## src/design/csr_consts.svh

```systemverilog
// Register width, CSR addresses, mstatus field positions,
// interrupt and exception cause codes for the machine-mode CSR unit

`ifndef CSR_CONSTS_SVH
`define CSR_CONSTS_SVH

// Register width of the RV32 core
`define CSR_XLEN 32

// Machine-mode CSR addresses
`define CSR_ADDR_MSTATUS  12'h300
`define CSR_ADDR_MISA     12'h301
`define CSR_ADDR_MIE      12'h304
`define CSR_ADDR_MTVEC    12'h305
`define CSR_ADDR_MSCRATCH 12'h340
`define CSR_ADDR_MEPC     12'h341
`define CSR_ADDR_MCAUSE   12'h342
`define CSR_ADDR_MTVAL    12'h343
`define CSR_ADDR_MIP      12'h344

// mstatus fields
`define CSR_BIT_MIE  3
`define CSR_BIT_MPIE 7
// Low bit of the 2-bit MPP field
`define CSR_BIT_MPP  11

// Interrupt bit positions in mie/mip, same values as the cause codes
`define CSR_IRQ_MSI 3
`define CSR_IRQ_MTI 7
`define CSR_IRQ_MEI 11

// Exception cause codes
`define CSR_EXC_ILLEGAL 2
`define CSR_EXC_ECALL_U 8
`define CSR_EXC_ECALL_M 11

// Width of the cause code field kept by the trap logic
`define CSR_CODE_W 5

// misa: MXL=1 (RV32), I and U extensions
`define CSR_MISA_VALUE 32'h4010_0100

`endif

```

## src/design/csr_pkg.sv

```systemverilog
// Shared types of the CSR unit: register word, CSR address,
// privilege level and the enabled-pending interrupt vector

`default_nettype none

package csr_pkg;

`include "csr_consts.svh"

  // One CSR word
  typedef logic [`CSR_XLEN-1:0] csr_data_t;

  // 12-bit CSR address space
  typedef logic [11:0] csr_addr_t;

  // Only user and machine exist, supervisor encodings are unused
  typedef enum logic [1:0] {
    PRIV_USER    = 2'b00,
    PRIV_MACHINE = 2'b11
  } priv_mode_t;

  // Interrupts that are both pending and enabled
  typedef struct packed {
    logic mei;
    logic mti;
    logic msi;
  } irq_vec_t;

endpackage

`default_nettype wire

```

## src/design/csr_status.sv

```systemverilog
// mstatus fields (MIE, MPIE, MPP) and the current privilege level

`timescale 1ns/1ps
`default_nettype none

`include "csr_consts.svh"

module csr_status import csr_pkg::*; (
  input  wire        clock,
  input  wire        reset,
  input  wire        wr_en,
  input  csr_addr_t  addr,
  input  csr_data_t  wr_data,
  input  wire        trap,
  input  wire        mret,
  output csr_data_t  mstatus,
  output priv_mode_t priv
);

  logic       mie_bit;
  logic       mpie;
  priv_mode_t mpp;
  logic [1:0] wr_mpp;
  logic       wr_mstatus;

  assign wr_mpp     = wr_data[`CSR_BIT_MPP +: 2];
  assign wr_mstatus = wr_en && !trap && (addr == `CSR_ADDR_MSTATUS);

  // Trap entry wins over mret, mret over a software write
  always_ff @(posedge clock or posedge reset) begin
    if (reset) begin
      mie_bit <= 1'b0;
      mpie    <= 1'b0;
      mpp     <= PRIV_USER;
      priv    <= PRIV_MACHINE;
    end else if (trap) begin
      mie_bit <= 1'b0;
      mpie    <= mie_bit;
      mpp     <= priv;
      priv    <= PRIV_MACHINE;
    end else if (mret) begin
      mie_bit <= mpie;
      mpie    <= 1'b1;
      mpp     <= PRIV_USER;
      priv    <= mpp;
    end else if (wr_mstatus) begin
      mie_bit <= wr_data[`CSR_BIT_MIE];
      mpie    <= wr_data[`CSR_BIT_MPIE];
      // MPP is WARL, supervisor encodings keep the old value
      if (wr_mpp == PRIV_USER || wr_mpp == PRIV_MACHINE) begin
        mpp <= priv_mode_t'(wr_mpp);
      end
    end
  end

  always_comb begin
    mstatus                     = '0;
    mstatus[`CSR_BIT_MIE]       = mie_bit;
    mstatus[`CSR_BIT_MPIE]      = mpie;
    mstatus[`CSR_BIT_MPP +: 2]  = mpp;
  end

  // Neither trap entry nor mret may leave a supervisor level behind
  a_priv_legal: assert property (
    @(posedge clock) disable iff (reset)
    priv inside {PRIV_USER, PRIV_MACHINE}
  ) else $error("csr_status: unsupported privilege level %b", priv);

endmodule

`default_nettype wire

```

## src/design/csr_interrupts.sv

```systemverilog
// mie enable bits, mip built from the live interrupt sources
// and the enabled-pending interrupt vector

`timescale 1ns/1ps
`default_nettype none

`include "csr_consts.svh"

module csr_interrupts import csr_pkg::*; (
  input  wire         clock,
  input  wire         reset,
  input  wire         wr_en,
  input  csr_addr_t   addr,
  input  csr_data_t   wr_data,
  input  wire         trap,
  input  csr_data_t   mstatus,
  input  priv_mode_t  priv,
  input  wire         msip,
  input  wire         external_interrupt,
  input  wire  [63:0] mtime,
  input  wire  [63:0] mtimecmp,
  output csr_data_t   mie_reg,
  output csr_data_t   mip_reg,
  output irq_vec_t    irq
);

  logic msie;
  logic mtie;
  logic meie;
  logic global_en;

  always_ff @(posedge clock or posedge reset) begin
    if (reset) begin
      msie <= 1'b0;
      mtie <= 1'b0;
      meie <= 1'b0;
    end else if (wr_en && !trap && (addr == `CSR_ADDR_MIE)) begin
      msie <= wr_data[`CSR_IRQ_MSI];
      mtie <= wr_data[`CSR_IRQ_MTI];
      meie <= wr_data[`CSR_IRQ_MEI];
    end
  end

  always_comb begin
    mie_reg                 = '0;
    mie_reg[`CSR_IRQ_MSI]   = msie;
    mie_reg[`CSR_IRQ_MTI]   = mtie;
    mie_reg[`CSR_IRQ_MEI]   = meie;
    // Read-only view of the sources
    mip_reg                 = '0;
    mip_reg[`CSR_IRQ_MSI]   = msip;
    mip_reg[`CSR_IRQ_MTI]   = (mtime >= mtimecmp);
    mip_reg[`CSR_IRQ_MEI]   = external_interrupt;
  end

  // User mode always takes machine interrupts
  assign global_en = (priv == PRIV_USER) || mstatus[`CSR_BIT_MIE];

  assign irq.mei = mie_reg[`CSR_IRQ_MEI] & mip_reg[`CSR_IRQ_MEI] & global_en;
  assign irq.mti = mie_reg[`CSR_IRQ_MTI] & mip_reg[`CSR_IRQ_MTI] & global_en;
  assign irq.msi = mie_reg[`CSR_IRQ_MSI] & mip_reg[`CSR_IRQ_MSI] & global_en;

endmodule

`default_nettype wire

```

## src/design/csr_trap_ctrl.sv

```systemverilog
// Trap priority, cause value and trap target address

`timescale 1ns/1ps
`default_nettype none

`include "csr_consts.svh"

module csr_trap_ctrl import csr_pkg::*; (
  input  irq_vec_t   irq,
  input  wire        illegal_instruction,
  input  wire        ecall,
  input  priv_mode_t priv,
  input  csr_data_t  mtvec,
  output logic       trap,
  output csr_data_t  cause,
  output csr_data_t  trap_addr,
  output logic       take_exception_illegal
);

  logic                   is_irq;
  logic [`CSR_CODE_W-1:0] code;
  logic [`CSR_CODE_W-1:0] ecall_code;
  csr_data_t              base;
  csr_data_t              offset;

  assign is_irq = irq.mei | irq.mti | irq.msi;

  // ecall cause depends on the level that issued it
  assign ecall_code = (priv == PRIV_USER) ? `CSR_CODE_W'(`CSR_EXC_ECALL_U)
                                          : `CSR_CODE_W'(`CSR_EXC_ECALL_M);

  // Interrupts beat exceptions, MEI > MTI > MSI > illegal > ecall
  always_comb begin
    code = '0;
    if (irq.mei) begin
      code = `CSR_CODE_W'(`CSR_IRQ_MEI);
    end else if (irq.mti) begin
      code = `CSR_CODE_W'(`CSR_IRQ_MTI);
    end else if (irq.msi) begin
      code = `CSR_CODE_W'(`CSR_IRQ_MSI);
    end else if (illegal_instruction) begin
      code = `CSR_CODE_W'(`CSR_EXC_ILLEGAL);
    end else if (ecall) begin
      code = ecall_code;
    end
  end

  assign trap                   = is_irq | illegal_instruction | ecall;
  assign take_exception_illegal = !is_irq && illegal_instruction;

  // Top bit flags an interrupt
  assign cause = {is_irq, {(`CSR_XLEN-1-`CSR_CODE_W){1'b0}}, code};

  assign base = {mtvec[`CSR_XLEN-1:2], 2'b00};

  // Vectored mode only moves interrupts, exceptions go to the base
  always_comb begin
    if (mtvec[0] && is_irq) begin
      offset = {{(`CSR_XLEN-2-`CSR_CODE_W){1'b0}}, code, 2'b00};
    end else begin
      offset = '0;
    end
  end

  assign trap_addr = base + offset;

endmodule

`default_nettype wire

```

## src/design/csr_file.sv

```systemverilog
// mtvec, mscratch, mepc, mcause and mtval registers
// plus the CSR read multiplexer

`timescale 1ns/1ps
`default_nettype none

`include "csr_consts.svh"

module csr_file import csr_pkg::*; (
  input  wire       clock,
  input  wire       reset,
  input  wire       wr_en,
  input  csr_addr_t addr,
  input  csr_data_t wr_data,
  input  wire       trap,
  input  csr_data_t cause,
  input  wire       take_exception_illegal,
  input  csr_data_t pc,
  input  csr_data_t instruction,
  input  wire       mret,
  input  csr_data_t mstatus,
  input  csr_data_t mie_reg,
  input  csr_data_t mip_reg,
  output csr_data_t mtvec,
  output csr_data_t mepc,
  output csr_data_t rd_data
);

  csr_data_t mscratch;
  csr_data_t mcause;
  csr_data_t mtval;
  logic      wr_ok;
  logic      mcause_legal;

  // mcause is WLRL, only codes this core can raise
  function automatic logic legal_cause(input csr_data_t value);
    logic [`CSR_XLEN-2:0] code;
    code = value[`CSR_XLEN-2:0];
    if (value[`CSR_XLEN-1]) begin
      return (code == `CSR_IRQ_MSI) || (code == `CSR_IRQ_MTI) || (code == `CSR_IRQ_MEI);
    end
    return (code == `CSR_EXC_ILLEGAL) || (code == `CSR_EXC_ECALL_U) ||
           (code == `CSR_EXC_ECALL_M);
  endfunction

  assign wr_ok        = wr_en && !trap;
  assign mcause_legal = legal_cause(wr_data);

  always_ff @(posedge clock or posedge reset) begin
    if (reset) begin
      mtvec    <= '0;
      mscratch <= '0;
      mepc     <= '0;
      mcause   <= '0;
      mtval    <= '0;
    end else if (trap) begin
      mepc   <= {pc[`CSR_XLEN-1:2], 2'b00};
      mcause <= cause;
      if (take_exception_illegal) begin
        mtval <= instruction;
      end
    end else if (wr_ok) begin
      case (addr)
        // Bit 1 of mtvec is reserved
        `CSR_ADDR_MTVEC:    mtvec    <= {wr_data[`CSR_XLEN-1:2], 1'b0, wr_data[0]};
        `CSR_ADDR_MSCRATCH: mscratch <= wr_data;
        `CSR_ADDR_MEPC:     mepc     <= {wr_data[`CSR_XLEN-1:2], 2'b00};
        `CSR_ADDR_MCAUSE: begin
          if (mcause_legal) begin
            mcause <= wr_data;
          end
        end
        `CSR_ADDR_MTVAL:    mtval    <= wr_data;
        default: ;
      endcase
    end
  end

  // Unknown addresses read zero
  always_comb begin
    case (addr)
      `CSR_ADDR_MSTATUS:  rd_data = mstatus;
      `CSR_ADDR_MISA:     rd_data = `CSR_MISA_VALUE;
      `CSR_ADDR_MIE:      rd_data = mie_reg;
      `CSR_ADDR_MTVEC:    rd_data = mtvec;
      `CSR_ADDR_MSCRATCH: rd_data = mscratch;
      `CSR_ADDR_MEPC:     rd_data = mepc;
      `CSR_ADDR_MCAUSE:   rd_data = mcause;
      `CSR_ADDR_MTVAL:    rd_data = mtval;
      `CSR_ADDR_MIP:      rd_data = mip_reg;
      default:            rd_data = '0;
    endcase
  end

  // Core never issues a CSR write together with mret
  a_no_wr_with_mret: assert property (
    @(posedge clock) disable iff (reset) !(wr_en && mret)
  ) else $error("csr_file: wr_en and mret high together");

  // mret is not expected while a trap is being taken
  a_no_mret_with_trap: assert property (
    @(posedge clock) disable iff (reset) !(mret && trap)
  ) else $error("csr_file: mret during trap");

  // Holds across trap entry and software writes alike
  a_mepc_aligned: assert property (
    @(posedge clock) disable iff (reset) mepc[1:0] == 2'b00
  ) else $error("csr_file: mepc misaligned %h", mepc);

endmodule

`default_nettype wire

```

## src/design/csr_unit.sv

```systemverilog
// Top of the machine-mode CSR unit, connects status, interrupts,
// trap control and the register file

`timescale 1ns/1ps
`default_nettype none

`include "csr_consts.svh"

module csr_unit import csr_pkg::*; (
  input  wire         clock,
  input  wire         reset,
  input  wire         wr_en,
  input  csr_addr_t   addr,
  input  csr_data_t   wr_data,
  input  csr_data_t   pc,
  input  csr_data_t   instruction,
  input  wire  [63:0] mtime,
  input  wire  [63:0] mtimecmp,
  input  wire         msip,
  input  wire         external_interrupt,
  input  wire         illegal_instruction,
  input  wire         ecall,
  input  wire         mret,
  output csr_data_t   rd_data,
  output csr_data_t   mepc,
  output logic        trap,
  output csr_data_t   trap_addr,
  output priv_mode_t  priv
);

  csr_data_t mstatus;
  csr_data_t mie_reg;
  csr_data_t mip_reg;
  csr_data_t mtvec;
  csr_data_t cause;
  irq_vec_t  irq;
  logic      take_exception_illegal;

  csr_status csr_status_i (
    .clock   (clock),
    .reset   (reset),
    .wr_en   (wr_en),
    .addr    (addr),
    .wr_data (wr_data),
    .trap    (trap),
    .mret    (mret),
    .mstatus (mstatus),
    .priv    (priv)
  );

  csr_interrupts csr_interrupts_i (
    .clock              (clock),
    .reset              (reset),
    .wr_en              (wr_en),
    .addr               (addr),
    .wr_data            (wr_data),
    .trap               (trap),
    .mstatus            (mstatus),
    .priv               (priv),
    .msip               (msip),
    .external_interrupt (external_interrupt),
    .mtime              (mtime),
    .mtimecmp           (mtimecmp),
    .mie_reg            (mie_reg),
    .mip_reg            (mip_reg),
    .irq                (irq)
  );

  // Trap decision is purely combinational
  csr_trap_ctrl csr_trap_ctrl_i (
    .irq                    (irq),
    .illegal_instruction    (illegal_instruction),
    .ecall                  (ecall),
    .priv                   (priv),
    .mtvec                  (mtvec),
    .trap                   (trap),
    .cause                  (cause),
    .trap_addr              (trap_addr),
    .take_exception_illegal (take_exception_illegal)
  );

  csr_file csr_file_i (
    .clock                  (clock),
    .reset                  (reset),
    .wr_en                  (wr_en),
    .addr                   (addr),
    .wr_data                (wr_data),
    .trap                   (trap),
    .cause                  (cause),
    .take_exception_illegal (take_exception_illegal),
    .pc                     (pc),
    .instruction            (instruction),
    .mret                   (mret),
    .mstatus                (mstatus),
    .mie_reg                (mie_reg),
    .mip_reg                (mip_reg),
    .mtvec                  (mtvec),
    .mepc                   (mepc),
    .rd_data                (rd_data)
  );

endmodule

`default_nettype wire

```

## config.mk

```make
export PLATFORM = sky130hd
export DESIGN_NAME = csr_unit
export DESIGN_NICKNAME = d
export VERILOG_FILES = /design/src/design/csr_pkg.sv /design/src/design/csr_status.sv /design/src/design/csr_interrupts.sv /design/src/design/csr_trap_ctrl.sv /design/src/design/csr_file.sv /design/src/design/csr_unit.sv
export VERILOG_INCLUDE_DIRS = /design/src /design/src/design
export SDC_FILE = /design/constraint.sdc
export NUM_CORES = 1
export LEC_CHECK = 0
export BUFFER_PORTS_ARGS = -buffer_cell sky130_fd_sc_hd__buf_4
export CAP_MARGIN = 5
export CORE_MARGIN = 2
export CORE_UTILIZATION = 47
export DETAILED_ROUTE_END_ITERATION = 8
export GPL_TIMING_DRIVEN = 0
export PLACE_DENSITY = 0.78
export SLEW_MARGIN = 20
export SYNTH_ARGS = -nofsm -noshare
export SYNTH_HDL_FRONTEND = slang
export SYNTH_SLANG_ARGS = --single-unit
```

## constraint.sdc

```tcl
create_clock -name clock -period 4.7 [get_ports clock]
set_clock_uncertainty 0.1 [all_clocks]
set_input_delay 0.235 -clock clock [delete_from_list [all_inputs] [get_ports clock]]
set_output_delay 0.235 -clock clock [all_outputs]
set_load 0.03 [all_outputs]
```

# After elaboration in Yosys (flattened, before gate mapping)
# Cells that the tools add are included.
# totals
reg_bits	168
inputBits	244
out_inout_bits	99
elab_cells	104
# classes
addsub	1
magnitude_cmp	1
n_eq_ne	16
mux	34
n_bitwise	11
n_reduce_logical	29
# ops
operator	count
2-to-1 mux 32 bit	11
case mux 32 bit (9 select lines)	1
== test 12 x 10 -> 1 bit, second input constant	9
>= comparator 64 bit	1
== test 31 x 2 -> 1 bit, second input constant	2
== test 31 x 4 -> 1 bit, second input constant	2
adder 32 x 7 -> 32 bit	1
== test 31 x 3 -> 1 bit, second input constant	1
2-to-1 mux 5 bit	5
2-to-1 mux 2 bit	7
AND reduction 3 bit	4
nonzero test 2 bit	6
2-to-1 mux 1 bit	9
2-to-1 mux 7 bit	1
AND 1 bit	6
logical OR 1 bit	6
nonzero test 3 bit	2
logical AND 1 bit	5
logical NOT 2 bit	2
bitwise OR 1 bit	4
AND reduction 2 bit	2
== test 2 bit, second input constant	1
logical NOT 1 bit	2
inequality test 2 x 1 -> 1 bit, second input constant	1
NOT 1 bit	1

# Logic depth before layout (Yosys ltp)
# logic_depth
ltp_word	13
ltp_mapped	19
ltp_nobuf	19

# Cells and area by module
# A second synthesis with hierarchy kept.
# hier_totals
cells_unflattened	1269
area_unflattened_um2	12216.7
# modules_own_cells
mod	instances	cells_per_inst	area_per_inst_um2	seq_area_each_um2
csr_file	1	733	8206.6	3928.8
csr_interrupts	1	315	2309.7	75.1
csr_trap_ctrl	1	153	1063.5	0.0
csr_status	1	68	636.9	152.6

# Worst setup path before layout
# OpenSTA, ideal clock, no wires.
# synth_path
kind	input -> output
from	input port mtimecmp[38]
to	output port trap_addr[28]
arrival_time_ns	4.355
required_ns	4.365
setup_slack_ns	0.010
cell_stages	19
n_path_buf	0
path_cell_list	inv_1 ha_1 nand4_1 or4_1 or4_1 a311oi_1 a211oi_1 o21ai_0 and3_1 ha_1 fa_1 a21o_1 a21oi_1 nor2_1 and2_1 and2_1 nor2b_1 nand2_1 xnor2_1
# synth_via
elab_chain_cells	8
word_cells_on_any_way	10
classes_between	1 x add/sub; 1 x order compare; 3 x mux; 4 x bitwise; 1 x reduce/logical
# synth_lines
element	line_no	rtl
start: declaration	csr_unit.sv:18	input wire [63:0] mtimecmp,
>= comparator 64 bit (*)	csr_interrupts.sv:52	mip_reg[`CSR_IRQ_MTI] = (mtime >= mtimecmp);
AND 1 bit (*) (2 in a row)	csr_interrupts.sv:60	assign irq.mti = mie_reg[`CSR_IRQ_MTI] & mip_reg[`CSR_IRQ_MTI] & global_en;
bitwise OR 1 bit (2 in a row)	csr_trap_ctrl.sv:26	assign is_irq = irq.mei | irq.mti | irq.msi;
logical AND 1 bit	csr_trap_ctrl.sv:58	if (mtvec[0] && is_irq) begin
2-to-1 mux 7 bit (*)	csr_trap_ctrl.sv:58	
adder 32 x 7 -> 32 bit (*)	csr_trap_ctrl.sv:65	assign trap_addr = base + offset;
end: declaration	csr_unit.sv:27	output csr_data_t trap_addr,
# Every way passes the cells marked *; elsewhere a longest branch is shown, timed or not.

# Worst setup path after layout
# layout_path
from	input port mtimecmp[34]
to	output port trap_addr[25]
# Same word-level chain as after synthesis.

==> tab_implementation.tex <==
\begin{tabular}{lr}
\hline
Metric & Value \\
\hline
\multicolumn{2}{l}{\textbf{Run status}} \\
Outcome & finished, final reports clean \\
\multicolumn{2}{l}{\textbf{Worst setup path}} \\
Req. time, crit path & $\sim$4400 ps \\
Critical path capture point type & output pin \\
R2r startpoint & csr\_status\_i.priv[1]\$\_DFFE\_PP1P\_ \\
Count of cells along the worst register-to-register path & 7 \\
Arrival time at the worst endpoint & 4300 ps \\
Capture instance of the worst register-to-register path & csr\_file\_i.mtval[24]\$\_DFFE\_PP0P\_ \\
Highest fanout seen on the critical path & 4 \\
R2r setup slk & approximately 1600 ps \\
Kind of start point of the critical path & input pin \\
Type of the setup path with the least slack & input pin to output pin \\
\multicolumn{2}{l}{\textbf{Synthesis}} \\
Ys Warns & 0 \\
Number of standard cells after synthesis & 1008 \\
Combined area of all synthesized cells & between 10000 and 15000 um2 \\
Post-Synthesis Mean Instance Area & 10.2 um2 \\
Yosys cell types & 56 \\
Sequential cell area fraction in the yosys report & 0.403 \\
Yosys reg bits & 166 \\
Number of enable-type register cells in the synthesized netlist & 0 \\
Most frequently used flop master after synthesis & sky130\_fd\_sc\_hd\_\_dfrtp\_1 \\
Post-synthesis async set-or-reset flop share & 1.00 \\
\multicolumn{2}{l}{\textbf{Power}} \\
Overall power after layout & around 3.7 mW \\
Largest voltage drop on the vdd net & 214 uV \\
Pleak & 7.57 nW \\
Power density over the cells & 252 nW/um2 \\
\multicolumn{2}{l}{\textbf{Cells and area}} \\
Cell Count, Final, Fillers Out & 1740 \\
Flip-flop and latch area & a little over 4000 um2 \\
End-of-flow core utilization & 0.685 \\
Most common library cell in the layout ignoring fill and taps & sky130\_fd\_sc\_hd\_\_buf\_4 \\
P\&R area growth vs syn & 43.9\% \\
Design area & 14900 um2 \\
Top library cells by usage in the layout, fill and taps aside & sky130\_fd\_sc\_hd\_\_buf\_4, sky130\_fd\_sc\_hd\_\_dfrtp\_1, sky130\_fd\_sc\_hd\_\_nand2\_1 \\
Area of the multi-input gates & $\sim$5900 um2 \\
Net count of the finished layout & $\sim$1800 \\
Fillers & approximately 1600 \\
Fraction of layout cells with a size suffix above 1 & 0.358 \\
\multicolumn{2}{l}{\textbf{Routing}} \\
Vias per cell & 5.75 \\
Antenna Nets Post-Route & 0 \\
Number of vias after detailed routing & 10000 \\
Iter 0 DRT Violations & 790 \\
Number of design rule violations left after detail routing & 0 \\
DR WL/cell & 21.3 um \\
Number of iterations in the first detailed-routing pass & 5 \\
Wire length reported by the detailed router & 37000 um \\
\multicolumn{2}{l}{\textbf{STA}} \\
Number of pins exceeding their max-slew limit in the final report & 0 \\
Count of endpoints failing setup in the final report & 0 \\
Setup repair after global routing missed its margin & true \\
Count of final hold-check violations & 0 \\
Maximum frequency from static timing analysis & around 0.22 GHz \\
Tcrit/Tclk final & 0.986 \\
Worst-case headroom to the max-slew limit & 0.232 \\
Transition time at the pin with the least slew margin & 1150 ps \\
Clock period minus worst slack & around 4600 ps \\
\multicolumn{2}{l}{\textbf{Placement}} \\
Port bufs & roughly 330 \\
Placed cell areas & $\sim$13000 um2 \\
DP Cell Count & approximately 1600 \\
Half-perimeter wire length after detailed placement & 26900 um \\
Weighted congestion reported at the end of routability-driven placement & 0.962 \\
\multicolumn{2}{l}{\textbf{Global routing}} \\
Via count of the first global-routing pass & about 11000 \\
Largest net degree at the start of global routing & 35 \\
Global route overflow & 0 \\
GRT Total Usage & 0.318 \\
First-pass GRT wire length & 57100 um \\
Initial antenna violation count & 1 \\
\multicolumn{2}{l}{\textbf{Clock network}} \\
TritonCTS buffer count & 17 \\
Sinks on Clock Net & 166 \\
Max Buffers Root-to-Sink & 2 \\
Clk\_lat worst skew & 430 ps \\
Clock-pin slew on the worst setup and hold paths & 70 ps \\
H-tree lvl count & 4 \\
Clock tree from TritonCTS & done \\
Clk Tree Root Cell & sky130\_fd\_sc\_hd\_\_clkbuf\_16 \\
\multicolumn{2}{l}{\textbf{Die}} \\
Ports placed on the boundary & 343 \\
Num rows & 54 \\
Area of the die & 23200 um2 \\
CORE AREA & 21700 um2 \\
X dimension of the die & 152 um \\
Initial Util & 0.476 \\
Die extent in y & 152 um \\
\multicolumn{2}{l}{\textbf{Worst hold path}} \\
Min-Delay Path Class & input pin to register \\
Worst Hold Path Cells & 3 \\
Source of the worst hold timing path & instruction[17] \\
Sink of the worst hold path & csr\_file\_i.mtval[17]\$\_DFFE\_PP0P\_ \\
\multicolumn{2}{l}{\textbf{Job}} \\
Max-capacitance violation count & 0 \\
\hline
\end{tabular}
[registers in the layout (all words and copies together), names as in the netlist]
register               count
csr_file_i.mcause         32
csr_status_i.mpp           2
csr_file_i.mtvec          31
csr_interrupts_i.meie      1
csr_status_i.mpie          1
csr_file_i.mtval          32
csr_status_i.mie_bit       1
csr_file_i.mepc           30
csr_file_i.mscratch       32
csr_status_i.priv          2
csr_interrupts_i.msie      1
csr_interrupts_i.mtie      1
[logic make-up (layout without fill, tap and decap cells)]
family	Yosys count	count (layout)	synth area share
compound gates	188	188	0.113
xor+xnor	29	29	0.0246
fa+ha+maj	69	69	0.0844
buf+inv	129	577	0.0504
flops	166	166	0.403
mux	166	166	0.203
other cells	1	5	0.000363
simple gates	260	260	0.121
[per-layer routing]
metal,global-route usage,vias to the layer above,wire [um]
met5,0,-,0
li1,-,4473,-
met2,0.529,539,18100
met3,0.0759,115,3190
met4,0.152,0,1670
met1,0.391,4880,14100
[power breakdown]
| part | switching (mW) | total [mW] | internal, mW |
|---|---|---|---|
| clock | 0.619 | 1.37 | 0.749 |
| sequential | 0.0588 | 1.56 | 1.50 |
| combinational | 0.418 | 0.804 | 0.386 |
| total | 1.10 | 3.73 | 2.64 |
[worst max-delay path, cell delays in order]
cell and delay (ps):
sky130_fd_sc_hd__buf_4 80, sky130_fd_sc_hd__inv_1 50, sky130_fd_sc_hd__ha_4 270, sky130_fd_sc_hd__nand4_1 130, sky130_fd_sc_hd__or4_4 540, sky130_fd_sc_hd__or4_4 450, sky130_fd_sc_hd__a311oi_4 300, sky130_fd_sc_hd__a211oi_4 110
sky130_fd_sc_hd__o21ai_2 200, sky130_fd_sc_hd__and3_1 180, sky130_fd_sc_hd__ha_2 190, sky130_fd_sc_hd__a21o_1 120, sky130_fd_sc_hd__a21oi_1 100, sky130_fd_sc_hd__o21bai_1 230, sky130_fd_sc_hd__nor2b_4 280, sky130_fd_sc_hd__nand3_4 160
sky130_fd_sc_hd__nor2_1 190, sky130_fd_sc_hd__xor2_1 270, sky130_fd_sc_hd__buf_4 220
[how the worst max path moves through the flow]
| stage | from | to | slack (ps) | cells after the start |
|---|---|---|---|---|
| after floorplan | mtimecmp[38] | trap_addr[28] | 10 | 19 |
| after global placement | mtime[0] | trap_addr[31] | -940 | 20 |
| after detailed placement | mtime[0] | trap_addr[31] | -1090 | 20 |
| after CTS | mtime[35] | trap_addr[28] | 30 | 20 |
| after global routing | mtimecmp[34] | trap_addr[31] | -50 | 20 |
| final | mtimecmp[34] | trap_addr[25] | 60 | 19 |
[per-stage QoR]
stage / hold slack [ps] / TNS [ps] / setup slack, ps
floorplan: 252 / 0 / 10.4
global route: 5.55 / -213 / -51.4
global placement: 339 / -14760 / -939
CTS: 0.497 / 0 / 30.7
detailed placement: 223 / -18470 / -1090
finish: 4.63 / 0 / 63.9
[synth_stat cells (2+ instances only)]
master / instances / area, um2
sky130_fd_sc_hd__buf_4: 7 / 52.6
sky130_fd_sc_hd__ha_1: 68 / 851
sky130_fd_sc_hd__a22oi_1: 7 / 52.6
sky130_fd_sc_hd__and4_1: 2 / 17.5
sky130_fd_sc_hd__o211ai_1: 2 / 15.0
sky130_fd_sc_hd__nand2b_1: 3 / 18.8
sky130_fd_sc_hd__mux4_2: 28 / 631
sky130_fd_sc_hd__nor2b_1: 5 / 31.3
sky130_fd_sc_hd__nor4_1: 8 / 50.1
sky130_fd_sc_hd__or4_1: 3 / 22.5
sky130_fd_sc_hd__a22o_1: 27 / 236
sky130_fd_sc_hd__nand2_1: 124 / 465
sky130_fd_sc_hd__dfrtp_1: 164 / 4100
sky130_fd_sc_hd__a211oi_1: 7 / 52.6
sky130_fd_sc_hd__and3_1: 9 / 56.3
sky130_fd_sc_hd__inv_1: 77 / 289
sky130_fd_sc_hd__and2_1: 32 / 200
sky130_fd_sc_hd__nor3_1: 6 / 30.0
sky130_fd_sc_hd__nand3_1: 17 / 85.1
sky130_fd_sc_hd__xnor2_1: 20 / 175
sky130_fd_sc_hd__buf_2: 8 / 40.0
sky130_fd_sc_hd__xor2_1: 9 / 78.8
sky130_fd_sc_hd__buf_1: 4 / 15.0
sky130_fd_sc_hd__mux2_1: 8 / 90.1
sky130_fd_sc_hd__dfstp_2: 2 / 52.6
sky130_fd_sc_hd__o31ai_1: 2 / 15.0
sky130_fd_sc_hd__a221oi_1: 3 / 26.3
sky130_fd_sc_hd__a21oi_1: 36 / 180
sky130_fd_sc_hd__clkbuf_1: 33 / 124
sky130_fd_sc_hd__a222oi_1: 2 / 20.0
sky130_fd_sc_hd__a21o_1: 4 / 30.0
sky130_fd_sc_hd__o21ai_0: 86 / 430
sky130_fd_sc_hd__mux2i_1: 68 / 681
sky130_fd_sc_hd__nor2_1: 28 / 105
sky130_fd_sc_hd__mux2_2: 62 / 698
sky130_fd_sc_hd__nor4b_1: 4 / 35.0
sky130_fd_sc_hd__nand4_1: 14 / 87.6
[what timing repair did]
item / in CTS / in global routing
hold buffers: 69 / 0
gates cloned: 0 / 0
endpoints found under the hold margin: 106 / 0
buffers inserted: 7 / 4
endpoints found under the setup margin: 25 / 18
gates resized for setup: 23 / 17
pin swaps: 11 / 11
[layout make-up]
class	count	share of cell area
Buffer	52	0.0157
Inverter	77	0.0197
Clock inverter	13	0.00834
Multi-Input combinational cell	716	0.397
Sequential cell	166	0.280
Timing Repair Buffer	416	0.226
Antenna cell	1	0.000169
Clock buffer	19	0.0298
Tap cell	280	0.0236
Power figures use the tool's default switching activity.
